===== config.mk =====
export PLATFORM = sky130hd
export DESIGN_NAME = board_base
export DESIGN_NICKNAME = d
export VERILOG_FILES = /design/src/logic/board_pkg.sv /design/src/logic/mmc_spi_port.sv /design/src/logic/mmc_command.sv /design/src/logic/config_regs.sv /design/src/logic/wr_dac_writer.sv /design/src/logic/board_base.sv
export SDC_FILE = /design/constraint.sdc
export NUM_CORES = 1
export LEC_CHECK = 0
export BUFFER_PORTS_ARGS = -buffer_cell sky130_fd_sc_hd__clkbuf_2
export CELL_PAD_IN_SITES_DETAIL_PLACEMENT = 0
export CELL_PAD_IN_SITES_GLOBAL_PLACEMENT = 1
export CORE_MARGIN = 1.5
export CORE_UTILIZATION = 48
export DETAILED_ROUTE_END_ITERATION = 12
export GPL_TIMING_DRIVEN = 0
export PLACE_DENSITY = 0.85
export SYNTH_ARGS = -nofsm -noshare
export SYNTH_HDL_FRONTEND = slang
export SYNTH_SLANG_ARGS = --single-unit

===== constraint.sdc =====
create_clock -name clk -period 3.3 [get_ports clk]
set_input_delay 0 -clock clk [delete_from_list [all_inputs] [get_ports clk]]
set_output_delay 0 -clock clk [all_outputs]
set_load 0.02 [all_outputs]

===== src/logic/board_pkg.sv =====
// =========================================================================
// Opcode and control state types, register map and DAC frame constants
// =========================================================================
`default_nettype none

package board_pkg;

	// Command opcodes carried in the first byte of an SPI transaction
	typedef enum logic [7:0] {
		OP_WRITE = 8'd1,
		OP_READ  = 8'd2,
		OP_DAC   = 8'd3
	} opcode_t;

	// Command decoder states
	typedef enum logic [2:0] {
		ST_OPCODE,
		ST_ADDR,
		ST_DATA,
		ST_DAC_HI,
		ST_DAC_LO,
		ST_SKIP
	} cmd_state_t;

	// Register map seen by the microcontroller
	localparam logic [7:0] ADDR_LED        = 8'd0;
	localparam logic [7:0] ADDR_EXT_CONFIG = 8'd1;
	localparam logic [7:0] ADDR_MISC       = 8'd2;
	localparam logic [7:0] ADDR_STATUS     = 8'd3;
	localparam logic [7:0] ADDR_ID         = 8'd4;

	// Read-only board identification
	localparam logic [7:0] BOARD_ID = 8'hA5;

	// DAC frame is 8 zero command bits then 16 data bits
	localparam int DAC_FRAME_BITS = 24;

endpackage

`default_nettype wire


===== src/logic/mmc_spi_port.sv =====
// =========================================================================
// Mode-0 SPI target, oversampled pins, byte receive and MISO shifter
// =========================================================================
`default_nettype none

module mmc_spi_port (
	input  wire        clk,
	input  wire        rst,
	input  wire        sclk,
	input  wire        csb,
	input  wire        mosi,
	output logic       miso,
	output logic       rx_valid,
	output logic [7:0] rx_byte,
	output logic       frame_end,
	input  wire        tx_load,
	input  wire  [7:0] tx_byte
);

	// Pin order in the synchronizer is {csb, sclk, mosi}
	logic [2:0] pin_meta;
	logic [2:0] pin_sync;
	logic       sclk_d;
	logic       csb_d;
	logic       sclk_rise;
	logic       sclk_fall;
	logic       csb_rise;
	logic [2:0] bit_cnt;
	logic [6:0] rx_shift;
	logic [7:0] tx_shift;

	// Two-flop synchronizers plus one delay stage for edge detection
	// CSB idles high so it comes out of reset deasserted
	always_ff @(posedge clk) begin
		if (rst) begin
			pin_meta <= 3'b100;
			pin_sync <= 3'b100;
			sclk_d   <= 1'b0;
			csb_d    <= 1'b1;
		end else begin
			pin_meta <= {csb, sclk, mosi};
			pin_sync <= pin_meta;
			sclk_d   <= pin_sync[1];
			csb_d    <= pin_sync[2];
		end
	end

	// SCLK edges only count inside a frame
	assign sclk_rise = pin_sync[1] & ~sclk_d & ~pin_sync[2];
	assign sclk_fall = ~pin_sync[1] & sclk_d & ~pin_sync[2];
	assign csb_rise  = pin_sync[2] & ~csb_d;

	// Bit counter and byte strobe
	always_ff @(posedge clk) begin
		if (rst) begin
			bit_cnt   <= 3'd0;
			rx_valid  <= 1'b0;
			frame_end <= 1'b0;
		end else begin
			rx_valid  <= 1'b0;
			frame_end <= csb_rise;
			if (pin_sync[2]) begin
				// Idle between frames
				bit_cnt <= 3'd0;
			end else if (sclk_rise) begin
				bit_cnt  <= bit_cnt + 3'd1;
				rx_valid <= (bit_cnt == 3'd7);
			end
		end
	end

	// MOSI is sampled MSB first on SCLK rise
	always_ff @(posedge clk) begin
		if (sclk_rise) begin
			rx_shift <= {rx_shift[5:0], pin_sync[0]};
			if (bit_cnt == 3'd7)
				rx_byte <= {rx_shift, pin_sync[0]};
		end
	end

	// Transmit side
	// Falling edge at a byte boundary keeps the freshly loaded MSB on MISO
	always_ff @(posedge clk) begin
		if (rst)
			tx_shift <= 8'd0;
		else if (tx_load)
			tx_shift <= tx_byte;
		else if (sclk_rise && bit_cnt == 3'd7)
			tx_shift <= 8'd0;
		else if (sclk_fall && bit_cnt != 3'd0)
			tx_shift <= {tx_shift[6:0], 1'b0};
	end

	assign miso = tx_shift[7];

endmodule

`default_nettype wire


===== src/logic/mmc_command.sv =====
// =========================================================================
// SPI transaction decoder, register access and DAC command dispatch
// =========================================================================
`default_nettype none

module mmc_command import board_pkg::*; (
	input  wire         clk,
	input  wire         rst,
	input  wire         rx_valid,
	input  wire  [7:0]  rx_byte,
	input  wire         frame_end,
	output logic        tx_load,
	output logic [7:0]  tx_byte,
	output logic        reg_we,
	output logic        reg_re,
	output logic [7:0]  reg_addr,
	output logic [7:0]  reg_wdata,
	input  wire  [7:0]  reg_rdata,
	output logic        dac_start,
	output logic        dac_sel,
	output logic [15:0] dac_value,
	input  wire         dac_busy
);

	cmd_state_t state;
	opcode_t    opcode;

	// Read data comes straight from the register bank
	// Valid in the cycle tx_load is high since reg_addr is already latched
	assign tx_byte = reg_rdata;

	// Control FSM and strobes
	always_ff @(posedge clk) begin
		if (rst) begin
			state     <= ST_OPCODE;
			opcode    <= OP_WRITE;
			reg_we    <= 1'b0;
			reg_re    <= 1'b0;
			tx_load   <= 1'b0;
			dac_start <= 1'b0;
		end else begin
			reg_we    <= 1'b0;
			reg_re    <= 1'b0;
			tx_load   <= 1'b0;
			dac_start <= 1'b0;
			if (frame_end) begin
				// CSB high always ends the transaction
				state <= ST_OPCODE;
			end else if (rx_valid) begin
				case (state)
					ST_OPCODE: begin
						case (rx_byte)
							OP_WRITE, OP_READ, OP_DAC: begin
								opcode <= opcode_t'(rx_byte);
								state  <= ST_ADDR;
							end
							// Unknown opcode, swallow the rest of the frame
							default: state <= ST_SKIP;
						endcase
					end
					ST_ADDR: begin
						case (opcode)
							OP_READ: begin
								// Data shifts out on the following byte
								reg_re  <= 1'b1;
								tx_load <= 1'b1;
								state   <= ST_SKIP;
							end
							OP_WRITE: state <= ST_DATA;
							// DAC select byte
							default: state <= ST_DAC_HI;
						endcase
					end
					ST_DATA: begin
						reg_we <= 1'b1;
						state  <= ST_SKIP;
					end
					ST_DAC_HI: state <= ST_DAC_LO;
					ST_DAC_LO: begin
						// Dropped if a frame is still going out
						dac_start <= ~dac_busy;
						state     <= ST_SKIP;
					end
					// Extra bytes
					default: state <= ST_SKIP;
				endcase
			end
		end
	end

	// Field capture, lined up with the strobes above
	always_ff @(posedge clk) begin
		if (rx_valid) begin
			case (state)
				ST_ADDR: begin
					reg_addr <= rx_byte;
					dac_sel  <= rx_byte[0];
				end
				ST_DATA:   reg_wdata        <= rx_byte;
				ST_DAC_HI: dac_value[15:8]  <= rx_byte;
				ST_DAC_LO: dac_value[7:0]   <= rx_byte;
				default: ;
			endcase
		end
	end

endmodule

`default_nettype wire


===== src/logic/config_regs.sv =====
// =========================================================================
// Configuration and status registers, LED and config outputs, interrupt
// =========================================================================
`default_nettype none

module config_regs import board_pkg::*; #(
	parameter logic [7:0] misc_config_default = 8'h00,
	parameter logic [3:0] ext_config_default  = 4'h0
) (
	input  wire        clk,
	input  wire        rst,
	input  wire        reg_we,
	input  wire        reg_re,
	input  wire  [7:0] reg_addr,
	input  wire  [7:0] reg_wdata,
	input  wire        dac_busy,
	input  wire        dac_done,
	output logic [7:0] reg_rdata,
	output logic [7:0] led,
	output logic [3:0] ext_config,
	output logic [7:0] misc,
	output logic       vcxo_en,
	output logic       mmc_int
);

	// Sticky DAC completion flag
	logic done;

	always_ff @(posedge clk) begin
		if (rst) begin
			led        <= 8'd0;
			ext_config <= ext_config_default;
			misc       <= misc_config_default;
			done       <= 1'b0;
		end else begin
			if (reg_we) begin
				case (reg_addr)
					ADDR_LED:        led        <= reg_wdata;
					ADDR_EXT_CONFIG: ext_config <= reg_wdata[3:0];
					ADDR_MISC:       misc       <= reg_wdata;
					// Status, ID and unmapped addresses are read-only
					default: ;
				endcase
			end
			// A new completion wins over a status read in the same cycle
			if (dac_done)
				done <= 1'b1;
			else if (reg_re && reg_addr == ADDR_STATUS)
				done <= 1'b0;
		end
	end

	// Read mux
	always_comb begin
		case (reg_addr)
			ADDR_LED:        reg_rdata = led;
			ADDR_EXT_CONFIG: reg_rdata = {4'd0, ext_config};
			ADDR_MISC:       reg_rdata = misc;
			ADDR_STATUS:     reg_rdata = {6'd0, done, dac_busy};
			ADDR_ID:         reg_rdata = BOARD_ID;
			default:         reg_rdata = 8'd0;
		endcase
	end

	assign mmc_int = done;
	// Bit 1 turns the 20 MHz VCXO off
	assign vcxo_en = ~ext_config[1];

endmodule

`default_nettype wire


===== src/logic/wr_dac_writer.sv =====
// =========================================================================
// Serial writer for 24-bit frames to the two White Rabbit DACs
// =========================================================================
`default_nettype none

module wr_dac_writer import board_pkg::*; #(
	parameter int dac_div = 4
) (
	input  wire         clk,
	input  wire         rst,
	input  wire         dac_start,
	input  wire         dac_sel,
	input  wire  [15:0] dac_value,
	output logic        dac_busy,
	output logic        dac_done,
	output logic        dac_sclk,
	output logic        dac_din,
	output logic        dac1_sync,
	output logic        dac2_sync
);

	// Two SCLK half-periods per bit
	localparam int half_last = 2 * DAC_FRAME_BITS - 1;
	localparam int div_w     = $clog2(dac_div + 1);
	localparam int half_w    = $clog2(half_last + 1);

	logic [div_w-1:0]          div_cnt;
	logic [half_w-1:0]         half_cnt;
	logic [DAC_FRAME_BITS-1:0] shift;
	logic                      half_tick;
	logic                      last_half;
	logic                      frame_over;
	logic                      start_ok;

	assign start_ok  = dac_start & ~dac_busy;
	assign half_tick = (div_cnt == div_w'(dac_div - 1));
	assign last_half = (half_cnt == half_w'(half_last));
	// Line idles low outside a frame
	assign dac_din   = dac_busy & shift[DAC_FRAME_BITS-1];

	always_ff @(posedge clk) begin
		if (rst) begin
			dac_busy   <= 1'b0;
			dac_done   <= 1'b0;
			frame_over <= 1'b0;
			dac_sclk   <= 1'b0;
			dac1_sync  <= 1'b1;
			dac2_sync  <= 1'b1;
			div_cnt    <= '0;
			half_cnt   <= '0;
		end else begin
			frame_over <= 1'b0;
			// Done trails the sync rise by one cycle
			dac_done   <= frame_over;
			if (start_ok) begin
				// Sel 0 picks DAC 1
				dac_busy  <= 1'b1;
				dac1_sync <= dac_sel;
				dac2_sync <= ~dac_sel;
				dac_sclk  <= 1'b0;
				div_cnt   <= '0;
				half_cnt  <= '0;
			end else if (dac_busy) begin
				if (half_tick) begin
					div_cnt <= '0;
					if (last_half) begin
						// Final falling edge closes the frame
						dac_busy   <= 1'b0;
						dac_sclk   <= 1'b0;
						dac1_sync  <= 1'b1;
						dac2_sync  <= 1'b1;
						frame_over <= 1'b1;
					end else begin
						half_cnt <= half_cnt + 1'b1;
						dac_sclk <= ~dac_sclk;
					end
				end else begin
					div_cnt <= div_cnt + 1'b1;
				end
			end
		end
	end

	// Data moves on SCLK fall so the DAC sees it stable at the rise
	always_ff @(posedge clk) begin
		if (start_ok)
			shift <= {{(DAC_FRAME_BITS - 16){1'b0}}, dac_value};
		else if (dac_busy && half_tick && dac_sclk)
			shift <= {shift[DAC_FRAME_BITS-2:0], 1'b0};
	end

endmodule

`default_nettype wire


===== src/logic/board_base.sv =====
// =========================================================================
// Board management base, SPI port, command FSM, registers and DAC writer
// =========================================================================
`default_nettype none

module board_base #(
	parameter logic [7:0] misc_config_default = 8'h0c,
	parameter logic [3:0] ext_config_default  = 4'h0,
	parameter int         dac_div             = 4
) (
	input  wire        clk,
	input  wire        rst,
	input  wire        sclk,
	input  wire        csb,
	input  wire        mosi,
	output logic       miso,
	output logic       mmc_int,
	output logic [7:0] led,
	output logic [3:0] ext_config,
	output logic [7:0] misc,
	output logic       vcxo_en,
	output logic       wr_dac_sclk,
	output logic       wr_dac_din,
	output logic       wr_dac1_sync,
	output logic       wr_dac2_sync
);

	// SPI byte interface
	wire        rx_valid;
	wire [7:0]  rx_byte;
	wire        frame_end;
	wire        tx_load;
	wire [7:0]  tx_byte;
	// Register bus
	wire        reg_we;
	wire        reg_re;
	wire [7:0]  reg_addr;
	wire [7:0]  reg_wdata;
	wire [7:0]  reg_rdata;
	// DAC command and status
	wire        dac_start;
	wire        dac_sel;
	wire [15:0] dac_value;
	wire        dac_busy;
	wire        dac_done;

	mmc_spi_port i_spi (
		.clk(clk), .rst(rst), .sclk(sclk), .csb(csb), .mosi(mosi), .miso(miso),
		.rx_valid(rx_valid), .rx_byte(rx_byte), .frame_end(frame_end),
		.tx_load(tx_load), .tx_byte(tx_byte)
	);

	mmc_command i_cmd (
		.clk(clk), .rst(rst), .rx_valid(rx_valid), .rx_byte(rx_byte),
		.frame_end(frame_end), .tx_load(tx_load), .tx_byte(tx_byte),
		.reg_we(reg_we), .reg_re(reg_re), .reg_addr(reg_addr),
		.reg_wdata(reg_wdata), .reg_rdata(reg_rdata),
		.dac_start(dac_start), .dac_sel(dac_sel), .dac_value(dac_value),
		.dac_busy(dac_busy)
	);

	config_regs #(
		.misc_config_default(misc_config_default),
		.ext_config_default(ext_config_default)
	) i_regs (
		.clk(clk), .rst(rst), .reg_we(reg_we), .reg_re(reg_re),
		.reg_addr(reg_addr), .reg_wdata(reg_wdata),
		.dac_busy(dac_busy), .dac_done(dac_done), .reg_rdata(reg_rdata),
		.led(led), .ext_config(ext_config), .misc(misc),
		.vcxo_en(vcxo_en), .mmc_int(mmc_int)
	);

	wr_dac_writer #(
		.dac_div(dac_div)
	) i_dac (
		.clk(clk), .rst(rst), .dac_start(dac_start), .dac_sel(dac_sel),
		.dac_value(dac_value), .dac_busy(dac_busy), .dac_done(dac_done),
		.dac_sclk(wr_dac_sclk), .dac_din(wr_dac_din),
		.dac1_sync(wr_dac1_sync), .dac2_sync(wr_dac2_sync)
	);

endmodule

`default_nettype wire


==> results of run 1 <==
[repair_timing]
item | in CTS | in global routing
endpoints found under the hold margin | 3 | 0
resized for setup | 0 | 0
hold buffers | 3 | 0
[cell usage in the layout, fill, tap and decap left out, types with 4 or more instances in the layout]
cell	netlist	layout
a21oi_1	19	19
a221oi_1	7	7
and2_1	9	9
bufinv_16	0	4
clkbuf_1	18	20
clkbuf_16	0	16
clkbuf_2	0	30
clkinvlp_4	0	4
dfxtp_1	79	79
edfxtp_1	63	63
ha_1	5	5
inv_1	13	13
mux2i_1	26	26
nand2_1	70	70
nand2b_1	5	5
nand3_1	7	7
nand3b_1	8	8
nor2_1	49	49
nor2b_1	12	12
nor3_1	8	8
o21ai_0	8	8
o21ai_1	6	6
or3_1	4	4
[stage by stage]
| stage | cell area, um2 | setup slack, ns | power (mW) | instances |
|---|---|---|---|---|
| global placement | 5660 | 0.331 | 1.89 | 636 |
| finish | 6320 | 1.04 | 3.82 | 673 |
| global route | 6320 | 0.869 | 3.92 | 673 |
| CTS | 6320 | 1.01 | 3.84 | 673 |
| floorplan | 5330 | 0.856 | 1.88 | 466 |
| detailed placement | 5680 | 1.02 | 1.89 | 638 |
[worst paths after layout]
path,cells after the start,slack [ns],startpoint,to
min,2,0.06,rst,i_spi.csb_d
max reg2reg,4,1.04,i_dac.dac_busy,i_dac.shift[14]
max,4,1.04,i_dac.dac_busy,i_dac.shift[14]
min reg2reg,1,0.39,i_spi.csb_d,i_spi.frame_end
[kinds of logic after synthesis]
group	Yosys count	share of synthesized area
AOI/OAI and AO/OA	57	0.0688
xor gates and xnor gates	4	0.00657
adders and majority gates	5	0.0117
buffers and inverters	33	0.0232
DFF	142	0.651
muxes	29	0.0580
and+or+nand+nor	196	0.180
[final cells by class]
class                      count  area share
inverter                      13     0.00772
timing repair buffer          35      0.0309
multi-input combinational    291       0.275
sequential                   142       0.550
clock buffer                  19      0.0667
clock inverter                13      0.0299
buffer                        20      0.0119
tap                          140      0.0277
[state kept, by name (all words and copies together), names as in the netlist, 3 cells and up]
name	cells
i_regs.ext_config	4
i_cmd.state	3
i_cmd.dac_value	16
i_dac.shift	24
i_spi.bit_cnt	3
i_spi.rx_shift	7
i_cmd.reg_addr	8
i_cmd.reg_wdata	8
i_dac.half_cnt	6
i_regs.led	8
i_regs.misc	8
i_cmd.opcode	8
i_spi.rx_byte	8
i_spi.pin_meta	3
i_dac.div_cnt	3
i_spi.tx_shift	8
i_spi.pin_sync	3
[layer usage]
metal	up-vias	track usage	part of all wire
met3	19	0.0488	0.049
met4	0	0.0827	0.021
met5	-	0	0
met2	89	0.297	0.47
met1	1692	0.261	0.46
li1	1745	-	-
[critical path: cells and delay by family, from the launching register on]
kind                   cells  cell delay, ns
flip-flops                 1            0.32
buffers and inverters      1            0.43
AND/OR/NAND/NOR            3            1.14
[power by group through the flow]
stage                     Combinational [mW]  Sequential, mW  Clock, mW
after floorplan                       0.0162            1.87          0
after CTS                             0.0294            1.83       1.99
after global placement                0.0262            1.87          0
final                                 0.0290            1.83       1.96
after detailed placement              0.0266            1.87          0
after global routing                  0.0323            1.83       2.05
==> results.cfg, run 1 <==
[detailed_routing]
drc = 0
ant_nets = 0
vias = 3545
viasPerCell = 5.27
drt_wl_total_mm = 10.3
drtPass1Iterations = 5
drt_iter0_drc = 225
wl_per_cell_um = 15.3

[synthesis]
yosys_warnings = 0
synthDistinctLibCells = 51
synth-seq-cells = 142
ys.flop_type = dfxtp_1
synth_commonest_cells = dfxtp_1 (79), nand2_1 (70), edfxtp_1 (63)
synthesis.nets = 476
synth_edf_count = 63
synth_top_cell_by_area = edfxtp_1
syn_inst = 466
async_reset_ff_frac = 0
yosysSeqAreaShare = 0.651
syn_area_per_cell_um2 = 11.4
synth_area_leaders = edfxtp_1 (35%), dfxtp_1 (30%), nand2_1 (4.9%)
synth_most_common_cell = dfxtp_1
netlist_area_um2 = 5330
synth_top_cell_area_share = 0.355

[critical_path]
crit_path_cell_trace = clkbuf_1, and3b_1, nand2_1, nand2_1
worstSetupEndpointType = flip-flop
startpoint_type = flip-flop
required_ns = 3.45
slowest_delay_ns = 0.59
crit_path_frequent_cell = nand2_1
cp.arrival_ns = 2.41
cp_slowest_cell = nand2_1
worstPathMaxFanout = 16
critical_path_class = flip-flop to flip-flop

[sta]
hold_viol = 0
grt_setup_unrepaired = false
finalCritPeriodShare = 0.685
setup_tns_ns = 0
holdWs_ns = 0.0558
fmax_mhz = 442
max_slew_margin = 0.357
slew_viol_final = 0
finClkSkew_ns = 0.0108
fin_crit_ns = 2.26
setup_viol = 0
tightest_slew_ns = 0.959

[final_layout]
multi_input_area_um2 = 1740
area_growth_pct = 18.5
drive_gt1_frac = 0.133
regArea_um2 = 3470
fin_nets = 530
fillers = 918
antennaDiodeCount = 0
post-route-util = 0.583

[run_status]
run_status = finished clean

[global_route]
grt_max_degree = 17
gr-total-overflow = 0
grt_pass1_vias = 3389
grt_usage = 0.193
antenna_found_initial = 0
grt_pass1_wl_mm = 16.9

[floorplan]
core-area_um2 = 10800
dieArea_um2 = 11700
die_x_um = 108
start_util = 0.492
rows = 38
die_h_um = 108
top_level_ports = 32

[power]
ir_worst_vdd_v = 0.000419
power_frac_seq = 0.479
combPwrFrac = 0.008
p_int_mw = 3.07
p_leak_nw = 2.48
switching_power_mw = 0.748
swShare = 0.196
p_per_area_nw_per_um2 = 604
clockPowerShare = 0.513

[worst_hold_path]
min_path_type = primary input to flip-flop

[cts]
post_cts_buffers = 0
htreeDepth = 4
clock_path_buffers = 2
clock-sinks = 142
clk_pin_slew_ns = 0.06
cts_root_buf = clkbuf_8
cts_buffers = 17
cts_tree = done
clock_latency_ns = 0.53

[placed_design]
hpwl_mm = 6.97
io_buffers = 30
gp_congestion = 0.836

[run]
maxCapViolCount = 0
Power figures use the tool's default switching activity.
==> inputs of run 2 (changes only) <==
==> constraint.sdc (replaced) <==
create_clock -name clk -period 2.4 [get_ports clk]
set_input_delay 0 -clock clk [delete_from_list [all_inputs] [get_ports clk]]
set_output_delay 0 -clock clk [all_outputs]
set_load 0.02 [all_outputs]
==> run 2 against run 1 <==
  * Core utilization is 0.62 points lower
  * Cell area shrank 1.1%
  * Routed wire length up 2.1%
  * Sequential share of layout area grew 0.59 points
  * Largest power group is now registers
==> results.cfg, run 2 (synthesis results as in run 1) <==
[run_status]
run_status = finished clean

[final_layout]
top_register = i_dac.shift
largest_reg_flops = 24
top_regs = i_dac.shift x24, i_cmd.dac_value x16
final_area_um2 = 6250
fin_nets = 528
fillers = 918
area_growth_pct = 17.2
final_cell_mix = dfxtp_1 (79), nand2_1 (69), edfxtp_1 (63), nor2_1 (49), clkbuf_2 (30)
drive_gt1_frac = 0.136
layout_commonest_cell = dfxtp_1
antennaDiodeCount = 0

[floorplan]
top_level_ports = 32
start_util = 0.492
die_x_um = 108
die_h_um = 108
core-area_um2 = 10800
rows = 38
dieArea_um2 = 11700

[critical_path]
worstSetupEndpointType = flip-flop
cp.arrival_ns = 2.51
r2r_start = i_cmd.reg_addr[2]
critical_path_class = flip-flop to flip-flop
critPathLaunch = i_cmd.reg_addr[2]
required_ns = 2.78
startpoint_type = flip-flop
worstPathMaxFanout = 8

[placed_design]
hpwl_mm = 7.01
gp_congestion = 0.854
dp_slack_ns = -0.119
post_dp_cell_area_um2 = 5670
io_buffers = 30

[detailed_routing]
drt_iter0_drc = 247
vias = 3538
drt_wl_total_mm = 10.5
wl_per_cell_um = 15.7
drtPass1Iterations = 5
drc = 0
ant_nets = 0
viasPerCell = 5.27

[worst_hold_path]
min_from = rst
min_path_type = primary input to flip-flop

[sta]
max_slew_margin = 0.345
hold_viol = 0
fmax_mhz = 470
slew_viol_final = 0
tightest_slew_ns = 0.977
grt_setup_unrepaired = false
holdWs_ns = 0.0797
setup_tns_ns = 0
fin_crit_ns = 2.13
worst_slack_ns = 0.271
finalCritPeriodShare = 0.887
setup_viol = 0
finClkSkew_ns = 0.00651

[power]
p_per_area_nw_per_um2 = 785
swShare = 0.207
power_frac_seq = 0.513
switching_power_mw = 1.02
p_int_mw = 3.89
p_leak_nw = 2.44
clockPowerShare = 0.479
combPwrFrac = 0.008
power_mw = 4.91
ir_worst_vdd_v = 0.000439

[global_route]
antenna_found_initial = 0
grt_max_degree = 17
grt_pass1_wl_mm = 17.2
grt_usage = 0.197
gr-total-overflow = 0
grt_pass1_vias = 3402

[cts]
post_cts_buffers = 0
clock-sinks = 142
clock_latency_ns = 0.51
clock_path_buffers = 2
cts_buffers = 17
clk_pin_slew_ns = 0.06
htreeDepth = 4
cts_tree = done
cts_root_buf = clkbuf_8

[run]
maxCapViolCount = 0
run 2: cell types whose count changed in the layout (fill, tap and decap cells not counted), sizes merged:
cell,delta
bufinv,-4
buf,-2
clkbuf,+2
clkinvlp,+2
clkinv,-1
inv,+1
run 2: what timing repair did:
action                                 4_1_cts  5_1_grt
gates resized for setup                      1        1
setup endpoints to repair                    8       16
hold buffers                                 3        0
endpoints found under the hold margin        3        0
run 2: worst max-delay path, stage by stage (launching register included):
cell and delay, ns:
edfxtp_1 0.44, nor4b_1 0.62, nand3_1 0.59, mux2i_1 0.29, nor2_1 0.06
run 2: power by group through the flow:
stage	Combinational, mW	Clock [mW]	Sequential, mW
2_1_floorplan	0.0224	0	2.57
3_3_place_gp	0.0368	0	2.57
3_5_place_dp	0.0371	0	2.57
4_1_cts	0.0412	2.39	2.52
5_1_grt	0.0452	2.49	2.52
6_report	0.0401	2.35	2.52
run 2: path summary, 6_finish.rpt:
| kind | cells after the start | to | slack, ns |
|---|---|---|---|
| max | 4 | i_regs.led[2] | 0.27 |
| min | 2 | i_spi.csb_d | 0.08 |
| max reg2reg | 4 | i_regs.led[2] | 0.27 |
| min reg2reg | 1 | i_spi.pin_sync[2] | 0.40 |
run 2: through the flow:
step,util,std cells
3_5_place_dp,0.523,636
4_1_cts,0.576,671
2_1_floorplan,-,466
5_1_grt,0.577,671
6_report,0.577,671
3_3_place_gp,0.522,636
run 2: layout make-up:
class                      count  area, um2  share of cell area
tap                          140        175              0.0280
timing repair buffer          33        180              0.0288
buffer                        20       75.1              0.0120
clock buffer                  21        460              0.0737
sequential                   142       3470               0.556
inverter                      13       48.8             0.00781
clock inverter                11       81.3              0.0130
multi-input combinational    291       1760               0.281
run 2: routing by layer:
| metal | track usage | wire, um | part of all wire |
|---|---|---|---|
| met5 | 0 | 0 | 0 |
| met4 | 0.0705 | 188 | 0.018 |
| met3 | 0.0512 | 490 | 0.047 |
| met2 | 0.301 | 4970 | 0.47 |
| met1 | 0.272 | 4860 | 0.46 |
